**src/logic/uart_pkg.sv**
```systemverilog
`default_nettype none

package uart_pkg;

	//////////////////////////////////////////////////
	// Frame constants
	//////////////////////////////////////////////////

	// Data bits per frame, sent LSB first
	localparam int DATA_BITS = 8;

	// Oversample ticks per bit period
	localparam int OVERSAMPLE = 16;

	// Ticks from start edge to middle of start bit
	localparam int HALF_BIT = 8;

	//////////////////////////////////////////////////
	// Shared types
	//////////////////////////////////////////////////

	// One byte on its way between blocks
	// valid is high for a single clk
	typedef struct packed {
		logic                 valid;
		logic [DATA_BITS-1:0] data;
	} byte_beat_t;

	// Echo controller states
	// Also exported at the top level
	typedef enum logic [1:0] {
		ECHO_IDLE  = 2'd0,
		ECHO_FETCH = 2'd1,
		ECHO_SEND  = 2'd2
	} echo_state_t;

endpackage

`default_nettype wire

```
**src/logic/baud_tick_gen.sv**
```systemverilog
`timescale 1ns/1ns
`default_nettype none

module baud_tick_gen #(
	parameter int CLKS_PER_TICK = 651
) (
	input  logic clk,
	input  logic rst,
	output logic tick
);

	// Counter wide enough for the reload value
	localparam int CW = (CLKS_PER_TICK > 1) ? $clog2(CLKS_PER_TICK) : 1;
	localparam logic [CW-1:0] RELOAD = CW'(CLKS_PER_TICK - 1);

	logic [CW-1:0] count;

	// Down-counter, reloads after hitting zero
	always_ff @(posedge clk)
	begin
		if (rst)
		begin
			count <= RELOAD;
		end
		else if (count == '0)
		begin
			count <= RELOAD;
		end
		else
		begin
			count <= count - 1'b1;
		end
	end

	// One clk wide enable, once per CLKS_PER_TICK cycles
	assign tick = (count == '0);

endmodule

`default_nettype wire

```
**src/logic/byte_fifo.sv**
```systemverilog
`timescale 1ns/1ns
`default_nettype none

module byte_fifo #(
	parameter int FIFO_DEPTH = 16
) (
	input  logic                 clk,
	input  logic                 rst,
	input  uart_pkg::byte_beat_t push,
	input  logic                 pop,
	output logic [7:0]           head,
	output logic                 empty,
	output logic                 full
);
	import uart_pkg::*;

	// Depth is a power of two, pointers wrap on their own
	localparam int AW = $clog2(FIFO_DEPTH);
	localparam logic [AW:0] FULL_COUNT = (AW + 1)'(FIFO_DEPTH);

	logic [DATA_BITS-1:0] mem [FIFO_DEPTH];
	logic [AW-1:0]        wr_ptr;
	logic [AW-1:0]        rd_ptr;
	logic [AW:0]          count;
	logic                 do_push;
	logic                 do_pop;

	// Self protection against overflow and underflow
	assign do_push = push.valid && !full;
	assign do_pop  = pop && !empty;

	// Pointers and occupancy
	always_ff @(posedge clk)
	begin
		if (rst)
		begin
			wr_ptr <= '0;
			rd_ptr <= '0;
			count  <= '0;
		end
		else
		begin
			if (do_push)
				wr_ptr <= wr_ptr + 1'b1;
			if (do_pop)
				rd_ptr <= rd_ptr + 1'b1;
			// Simultaneous push and pop leaves count alone
			if (do_push && !do_pop)
				count <= count + 1'b1;
			else if (do_pop && !do_push)
				count <= count - 1'b1;
		end
	end

	// Storage
	always_ff @(posedge clk)
	begin
		if (do_push)
			mem[wr_ptr] <= push.data;
	end

	// Fall-through head and count based flags
	assign head  = mem[rd_ptr];
	assign empty = (count == '0);
	assign full  = (count == FULL_COUNT);

endmodule

`default_nettype wire

```
**src/logic/echo_controller.sv**
```systemverilog
`timescale 1ns/1ns
`default_nettype none

module echo_controller (
	input  logic                  clk,
	input  logic                  rst,
	input  logic [7:0]            rx_head,
	input  logic                  rx_empty,
	input  logic                  tx_full,
	output logic                  rx_pop,
	output uart_pkg::byte_beat_t  tx_beat,
	output uart_pkg::echo_state_t state
);
	import uart_pkg::*;

	// Fetched byte, held through back-pressure
	logic [DATA_BITS-1:0] held;

	//////////////////////////////////////////////////
	// Echo state machine
	//////////////////////////////////////////////////

	always_ff @(posedge clk)
	begin
		if (rst)
		begin
			state <= ECHO_IDLE;
		end
		else
		begin
			case (state)
				ECHO_IDLE:
				begin
					// Something waiting in the receive FIFO
					if (!rx_empty)
						state <= ECHO_FETCH;
				end
				ECHO_FETCH:
				begin
					// Pop happens during this single cycle
					state <= ECHO_SEND;
				end
				ECHO_SEND:
				begin
					// Stall here while transmit side is full
					if (!tx_full)
						state <= ECHO_IDLE;
				end
				default:
					state <= ECHO_IDLE;
			endcase
		end
	end

	// Capture head on the pop cycle
	always_ff @(posedge clk)
	begin
		if (state == ECHO_FETCH)
			held <= rx_head;
	end

	// Strobes decoded from state
	assign rx_pop = (state == ECHO_FETCH);

	// Push only when there is room
	assign tx_beat = '{valid: (state == ECHO_SEND) && !tx_full, data: held};

endmodule

`default_nettype wire

```
**src/logic/uart_echo_top.sv**
```systemverilog
`timescale 1ns/1ns
`default_nettype none

module uart_echo_top #(
	parameter int CLKS_PER_TICK = 651,
	parameter int FIFO_DEPTH    = 16
) (
	input  logic                  clk,
	input  logic                  rst,
	input  logic                  rx,
	output logic                  tx,
	output uart_pkg::echo_state_t echo_state
);
	import uart_pkg::*;

	// Oversample enable
	logic tick;

	// Receive path
	byte_beat_t           rx_beat;
	logic [DATA_BITS-1:0] rx_head;
	logic                 rx_empty;
	logic                 rx_pop;

	// Transmit path
	byte_beat_t           tx_beat;
	logic [DATA_BITS-1:0] tx_head;
	logic                 tx_empty;
	logic                 tx_full;
	logic                 tx_pop;
	logic                 tx_line;

	echo_state_t ctrl_state;

	//////////////////////////////////////////////////
	// Block instances
	//////////////////////////////////////////////////

	baud_tick_gen #(
		.CLKS_PER_TICK (CLKS_PER_TICK)
	) i_baud (
		.clk  (clk),
		.rst  (rst),
		.tick (tick)
	);

	uart_receiver i_receiver (
		.clk     (clk),
		.rst     (rst),
		.tick    (tick),
		.rx      (rx),
		.rx_beat (rx_beat)
	);

	// Drained faster than the line can fill it, so full stays open
	byte_fifo #(
		.FIFO_DEPTH (FIFO_DEPTH)
	) i_rx_fifo (
		.clk   (clk),
		.rst   (rst),
		.push  (rx_beat),
		.pop   (rx_pop),
		.head  (rx_head),
		.empty (rx_empty),
		.full  ()
	);

	echo_controller i_controller (
		.clk      (clk),
		.rst      (rst),
		.rx_head  (rx_head),
		.rx_empty (rx_empty),
		.tx_full  (tx_full),
		.rx_pop   (rx_pop),
		.tx_beat  (tx_beat),
		.state    (ctrl_state)
	);

	byte_fifo #(
		.FIFO_DEPTH (FIFO_DEPTH)
	) i_tx_fifo (
		.clk   (clk),
		.rst   (rst),
		.push  (tx_beat),
		.pop   (tx_pop),
		.head  (tx_head),
		.empty (tx_empty),
		.full  (tx_full)
	);

	uart_transmitter i_transmitter (
		.clk      (clk),
		.rst      (rst),
		.tick     (tick),
		.tx_head  (tx_head),
		.tx_empty (tx_empty),
		.tx_pop   (tx_pop),
		.tx_line  (tx_line)
	);

	// Output registers, one clk behind their sources
	always_ff @(posedge clk)
	begin
		if (rst)
		begin
			tx         <= 1'b1;
			echo_state <= ECHO_IDLE;
		end
		else
		begin
			tx         <= tx_line;
			echo_state <= ctrl_state;
		end
	end

endmodule

`default_nettype wire

```
**src/logic/uart_receiver.sv**
```systemverilog
`timescale 1ns/1ns
`default_nettype none

module uart_receiver (
	input  logic                 clk,
	input  logic                 rst,
	input  logic                 tick,
	input  logic                 rx,
	output uart_pkg::byte_beat_t rx_beat
);
	import uart_pkg::*;

	// Counter widths
	localparam int TW = $clog2(OVERSAMPLE);
	localparam int BW = $clog2(DATA_BITS);

	// Terminal counts
	localparam logic [TW-1:0] HALF_LAST = TW'(HALF_BIT - 1);
	localparam logic [TW-1:0] BIT_LAST  = TW'(OVERSAMPLE - 1);
	localparam logic [BW-1:0] DATA_LAST = BW'(DATA_BITS - 1);

	typedef enum logic [1:0] {
		RX_IDLE,
		RX_START,
		RX_DATA,
		RX_STOP
	} rx_state_t;

	rx_state_t            state;
	logic                 rx_meta;
	logic                 rx_sync;
	logic [TW-1:0]        tick_cnt;
	logic [BW-1:0]        bit_cnt;
	logic [DATA_BITS-1:0] shift;
	logic                 bit_sample;
	logic                 stop_sample;

	//////////////////////////////////////////////////
	// Input synchronizer
	//////////////////////////////////////////////////

	// Two flops, line idles high
	always_ff @(posedge clk)
	begin
		if (rst)
		begin
			rx_meta <= 1'b1;
			rx_sync <= 1'b1;
		end
		else
		begin
			rx_meta <= rx;
			rx_sync <= rx_meta;
		end
	end

	//////////////////////////////////////////////////
	// Frame state machine
	//////////////////////////////////////////////////

	// Mid-bit sample points
	assign bit_sample  = tick && (state == RX_DATA) && (tick_cnt == BIT_LAST);
	assign stop_sample = tick && (state == RX_STOP) && (tick_cnt == BIT_LAST);

	always_ff @(posedge clk)
	begin
		if (rst)
		begin
			state    <= RX_IDLE;
			tick_cnt <= '0;
			bit_cnt  <= '0;
		end
		else if (tick)
		begin
			case (state)
				RX_IDLE:
				begin
					tick_cnt <= '0;
					bit_cnt  <= '0;
					// Falling edge seen, maybe a start bit
					if (!rx_sync)
						state <= RX_START;
				end
				RX_START:
				begin
					if (tick_cnt == HALF_LAST)
					begin
						tick_cnt <= '0;
						// Back high at mid-bit means glitch
						state <= rx_sync ? RX_IDLE : RX_DATA;
					end
					else
						tick_cnt <= tick_cnt + 1'b1;
				end
				RX_DATA:
				begin
					if (tick_cnt == BIT_LAST)
					begin
						tick_cnt <= '0;
						bit_cnt  <= bit_cnt + 1'b1;
						if (bit_cnt == DATA_LAST)
							state <= RX_STOP;
					end
					else
						tick_cnt <= tick_cnt + 1'b1;
				end
				RX_STOP:
				begin
					// Back to idle at mid stop bit
					if (tick_cnt == BIT_LAST)
						state <= RX_IDLE;
					else
						tick_cnt <= tick_cnt + 1'b1;
				end
				default:
					state <= RX_IDLE;
			endcase
		end
	end

	// Data bits arrive LSB first
	always_ff @(posedge clk)
	begin
		if (bit_sample)
			shift <= {rx_sync, shift[DATA_BITS-1:1]};
	end

	// Low stop bit is a framing error, byte dropped
	assign rx_beat = '{valid: stop_sample && rx_sync, data: shift};

endmodule

`default_nettype wire

```
**src/logic/uart_transmitter.sv**
```systemverilog
`timescale 1ns/1ns
`default_nettype none

module uart_transmitter (
	input  logic       clk,
	input  logic       rst,
	input  logic       tick,
	input  logic [7:0] tx_head,
	input  logic       tx_empty,
	output logic       tx_pop,
	output logic       tx_line
);
	import uart_pkg::*;

	// Start bit, data bits, stop bit
	localparam int FRAME_BITS = DATA_BITS + 2;
	localparam int TW = $clog2(OVERSAMPLE);
	localparam int FW = $clog2(FRAME_BITS);
	localparam logic [TW-1:0] BIT_LAST   = TW'(OVERSAMPLE - 1);
	localparam logic [FW-1:0] FRAME_LAST = FW'(FRAME_BITS - 1);

	typedef enum logic [1:0] {
		TX_IDLE,
		TX_ARMED,
		TX_SEND
	} tx_state_t;

	tx_state_t             state;
	logic [TW-1:0]         tick_cnt;
	logic [FW-1:0]         bit_cnt;
	logic [FRAME_BITS-1:0] frame;
	logic                  bit_end;

	// Take a byte whenever idle and one is waiting
	assign tx_pop = (state == TX_IDLE) && !tx_empty;

	// Last tick of the current bit period
	assign bit_end = (state == TX_SEND) && tick && (tick_cnt == BIT_LAST);

	//////////////////////////////////////////////////
	// Bit timing
	//////////////////////////////////////////////////

	always_ff @(posedge clk)
	begin
		if (rst)
		begin
			state    <= TX_IDLE;
			tick_cnt <= '0;
			bit_cnt  <= '0;
		end
		else
		begin
			case (state)
				TX_IDLE:
				begin
					if (tx_pop)
						state <= TX_ARMED;
				end
				TX_ARMED:
				begin
					// Frame begins on a tick boundary
					if (tick)
					begin
						state    <= TX_SEND;
						tick_cnt <= '0;
						bit_cnt  <= '0;
					end
				end
				TX_SEND:
				begin
					if (bit_end)
					begin
						tick_cnt <= '0;
						bit_cnt  <= bit_cnt + 1'b1;
						// Stop bit done
						if (bit_cnt == FRAME_LAST)
							state <= TX_IDLE;
					end
					else if (tick)
						tick_cnt <= tick_cnt + 1'b1;
				end
				default:
					state <= TX_IDLE;
			endcase
		end
	end

	// Framed word, shifted out LSB first, ones fill from the top
	always_ff @(posedge clk)
	begin
		if (tx_pop)
			frame <= {1'b1, tx_head, 1'b0};
		else if (bit_end)
			frame <= {1'b1, frame[FRAME_BITS-1:1]};
	end

	// Line idles high outside a frame
	assign tx_line = (state == TX_SEND) ? frame[0] : 1'b1;

endmodule

`default_nettype wire

```
**config.mk**
```make
export PLATFORM = sky130hd
export DESIGN_NAME = uart_echo_top
export DESIGN_NICKNAME = d
export VERILOG_FILES = /design/src/logic/uart_pkg.sv /design/src/logic/baud_tick_gen.sv /design/src/logic/byte_fifo.sv /design/src/logic/echo_controller.sv /design/src/logic/uart_echo_top.sv /design/src/logic/uart_receiver.sv /design/src/logic/uart_transmitter.sv
export SDC_FILE = /design/constraint.sdc
export NUM_CORES = 1
export LEC_CHECK = 0
export ABC_CLOCK_PERIOD_IN_PS = 2860
export BUFFER_PORTS_ARGS = -buffer_cell sky130_fd_sc_hd__buf_2
export CAP_MARGIN = 20
export CORE_ASPECT_RATIO = 1.1
export CORE_UTILIZATION = 45
export DETAILED_ROUTE_END_ITERATION = 12
export SETUP_SLACK_MARGIN = 0.2
export SLEW_MARGIN = 15
export SYNTH_ARGS = -nofsm -noshare
export SYNTH_HDL_FRONTEND = slang
export SYNTH_SLANG_ARGS = --single-unit
```
**constraint.sdc**
```tcl
create_clock -name clk -period 2.86 [get_ports clk]
set_input_delay 0.858 -clock clk [delete_from_list [all_inputs] [get_ports clk]]
set_output_delay 0.858 -clock clk [all_outputs]
set_load 0.05 [all_outputs]
```
==> flow_summary.toml <==
[run_status]
status = "completed"

[clock_network]
cts_root_buf = "clkbuf_16"
ctsHoldBuffers = 0
clock_path_buffers = 3
cts_tree = "yes"
cts_sinks = 347
htreeDepth = 2
worstSkewPairLatency_ns = 0.51
clkTransAtPathRegs_ns = 0.05
cts_made_buffers = 37

[drt]
drt_iter0_markers = 506
drt_wl_total_mm = 27.41
via_per_inst = 5.405
drtPass1Iterations = 4
vias = 7178
wl_per_cell_microns = 20.64
drc_errors = 0
ant_nets = 0

[worst_setup_path]
cp_num_buf_inv = 2
critPathKind = "flip-flop to flip-flop"
required_ns = 3.29
critPathTopFamily = "simple AND/OR/NAND/NOR gates"
cp_max_fo = 4
crit_arrival_ns = 3.18
crit_chain = "or3_4, a2111oi_4, nand3_2, clkinv_4, ha_4, inv_4, fa_2, a21o_1, a21oi_2, xnor2_2, or3_1, a21oi_1"
crit_slowest_cell = "or3_4"
worstReg2RegStart = "i_baud.count[3]"
reg2reg_to = "i_rx_fifo.count[4]"
r2r_setup_slack_ns = 0.11
slowest_delay_ns = 0.40
endpoint_kind = "flip-flop"
reg2regPathDepth = 12
start_kind = "flip-flop"

[floorplanning]
start_util_pct = 45.63
rows = 67
dieArea_sq_um = 31480
die_x_microns = 169.3
io_pins = 6
chipHeight_microns = 186.0
coreArea_sq_um = 30350

[min_path]
min-delay-path-class = "flip-flop to flip-flop"
hp-start = "i_receiver.rx_meta"
min_path_cells = 1
hold_end = "i_receiver.rx_sync"

[final_layout]
final_util_pct = 52.75
diodes = 0
area_growth_pct = 15.61
drive_above_1_share_pct = 25.05
final_nets = 920

[grt]
grt_pass1_wl_mm = 42.95
grt_max_degree = 43
antenna_found_initial = 0
first_global_vias = 7696
grt_use_total_pct = 18.32
overflow = 0

[logic_synthesis]
avgSynthCellArea_sq_um = 16.72
synth_cell_types = 53
synth_warnings = 0
yosysTopAreaCell = "edfxtp_1"
yosys_register_bits = 347
ys_seq_area_share_pct = 70.41
async_flop_share_pct = 0
synth_cells = 828
ys.flop_type = "edfxtp_1"
synth_edf_count = 280
synth_area_leaders = "edfxtp_1 (61%), mux4_2 (12%), dfxtp_1 (9.7%)"
syn_area_sq_um = 13850
syn_nets = 859
synth_top_area_share_pct = 60.72

[power]
ir_worst_vdd_mv = 0.5302
powerDensity_nw_per_um2 = 702.8
fin_total_pwr_uw = 11250
p_leak_uw = 0.005196

[place]
globalplace.congestion = 0.8281
dp_hpwl_mm = 17.63
port_buffers = 5
pre_cts_slack_ns = 0.007550

[flow_run]
drv_cap = 0

[sta]
hold_viol_final = 0
finalSetupViolCount = 0
period_needed_ns = 2.752
slew_viol_final = 0
fin_tns_setup_ns = 0
grt_setup_unrepaired = "yes"
max_freq_ghz = 0.3633
finClkSkew_ns = 0.01513
hold_ws_ns = 0.4276
setup_ws_ns = 0.1078
tightest_slew_ns = 0.7850
post-route-period-util_pct = 96.23
maxSlewHeadroom_pct = 47.67
[layer usage]
metal  vias up  GRT usage (%)  share of wire, %
li1       3314              -                 -
met1      3689          21.69                40
met2       131          33.84                53
met3        44          2.892               4.2
met4         0          6.198               2.3
met5         -              0                 0
[cell usage in the layout, fill, tap and decap left out, types with 20 or more instances in the layout]
master     netlist  layout
mux4_2          71      71
mux2i_1         23      23
ha_1            26      20
clkbuf_16        0      38
edfxtp_1       280     280
a21oi_1         26      24
dfxtp_1         67      56
nand2_1         41      41
buf_4            0      55
nor3_1          20      20
nor2_1          79      79
[flip-flops by register name, indices dropped and copies added, names as in the netlist, 4 cells and up, named ones only]
register	flops
i_tx_fifo.wr_ptr	4
i_rx_fifo.rd_ptr	4
i_receiver.tick_cnt	4
i_transmitter.tick_cnt	4
i_transmitter.bit_cnt	4
i_transmitter.frame	9
i_controller.held	8
i_rx_fifo.count	5
i_rx_fifo.mem	128
i_baud.count	10
i_rx_fifo.wr_ptr	4
i_receiver.shift	8
i_tx_fifo.rd_ptr	4
i_tx_fifo.count	5
i_tx_fifo.mem	128
[report_power, final]
part	internal [uW]	total (uW)	switching, uW	leakage [uW]
Sequential	5560	5700	144	0.00307
Combinational	457	962	505	0.00155
Clock	2750	4590	1840	0.000574
[worst max path at each step]
stage,startpoint,end,slack (ns),depth (start not counted)
after floorplan,i_tx_fifo.count[0],i_tx_fifo.count[4],0.20,10
after global placement,i_baud.count[3],i_rx_fifo.count[4],0.09,12
after detailed placement,i_baud.count[3],i_rx_fifo.count[4],0.008,12
after CTS,i_baud.count[4],i_rx_fifo.count[4],0.14,12
after global routing,i_baud.count[3],i_rx_fifo.count[4],-0.01,12
final,i_baud.count[3],i_rx_fifo.count[4],0.11,12
[cell type report]
type	count	area (sq um)
fill	2445	14340
timing repair buffer	62	478.0
inverter	19	78.83
multi-input combinational	422	4000
clock inverter	15	155.1
clock buffer	49	1012
sequential	347	9766
tap	414	518.0
[kinds of logic (layout without fill, tap and decap cells)]
| group | after synthesis | in the layout | synth area share [%] |
|---|---|---|---|
| adders and majority gates | 28 | 28 | 2.638 |
| DFF | 347 | 347 | 70.41 |
| and+or+nand+nor | 195 | 195 | 6.623 |
| AOI/OAI and AO/OA | 75 | 75 | 3.506 |
| buffers and inverters | 59 | 145 | 1.663 |
| xor gates and xnor gates | 27 | 27 | 1.708 |
| muxes | 97 | 97 | 13.45 |
[through the flow]
stage,cells,cell area (sq um)
5_1_grt,1328,16010
6_report,1328,16010
2_1_floorplan,828,13920
4_1_cts,1327,15960
3_3_place_gp,1256,14700
3_5_place_dp,1256,14700
[Yosys cell counts, types with 4 or more instances]
cell / count
nand3_1: 9
dfxtp_1: 67
buf_1: 5
nor4_1: 4
nor2b_1: 7
a21oi_1: 26
or3_1: 4
xor2_1: 13
o22ai_1: 8
clkbuf_1: 28
nand2b_1: 10
mux4_2: 71
mux2i_1: 23
o21ai_0: 9
nor3_1: 20
inv_1: 18
nor2_1: 79
buf_2: 7
nand4_1: 5
ha_1: 26
nand2_1: 41
edfxtp_1: 280
xnor2_1: 14
a21o_1: 12
[repair_timing]
item / CTS / global route
setup buffers: 7 / 1
resized for setup: 17 / 9
pin swaps: 9 / 8
endpoints found under the setup margin: 2 / 2
Power figures use the tool's default switching activity.
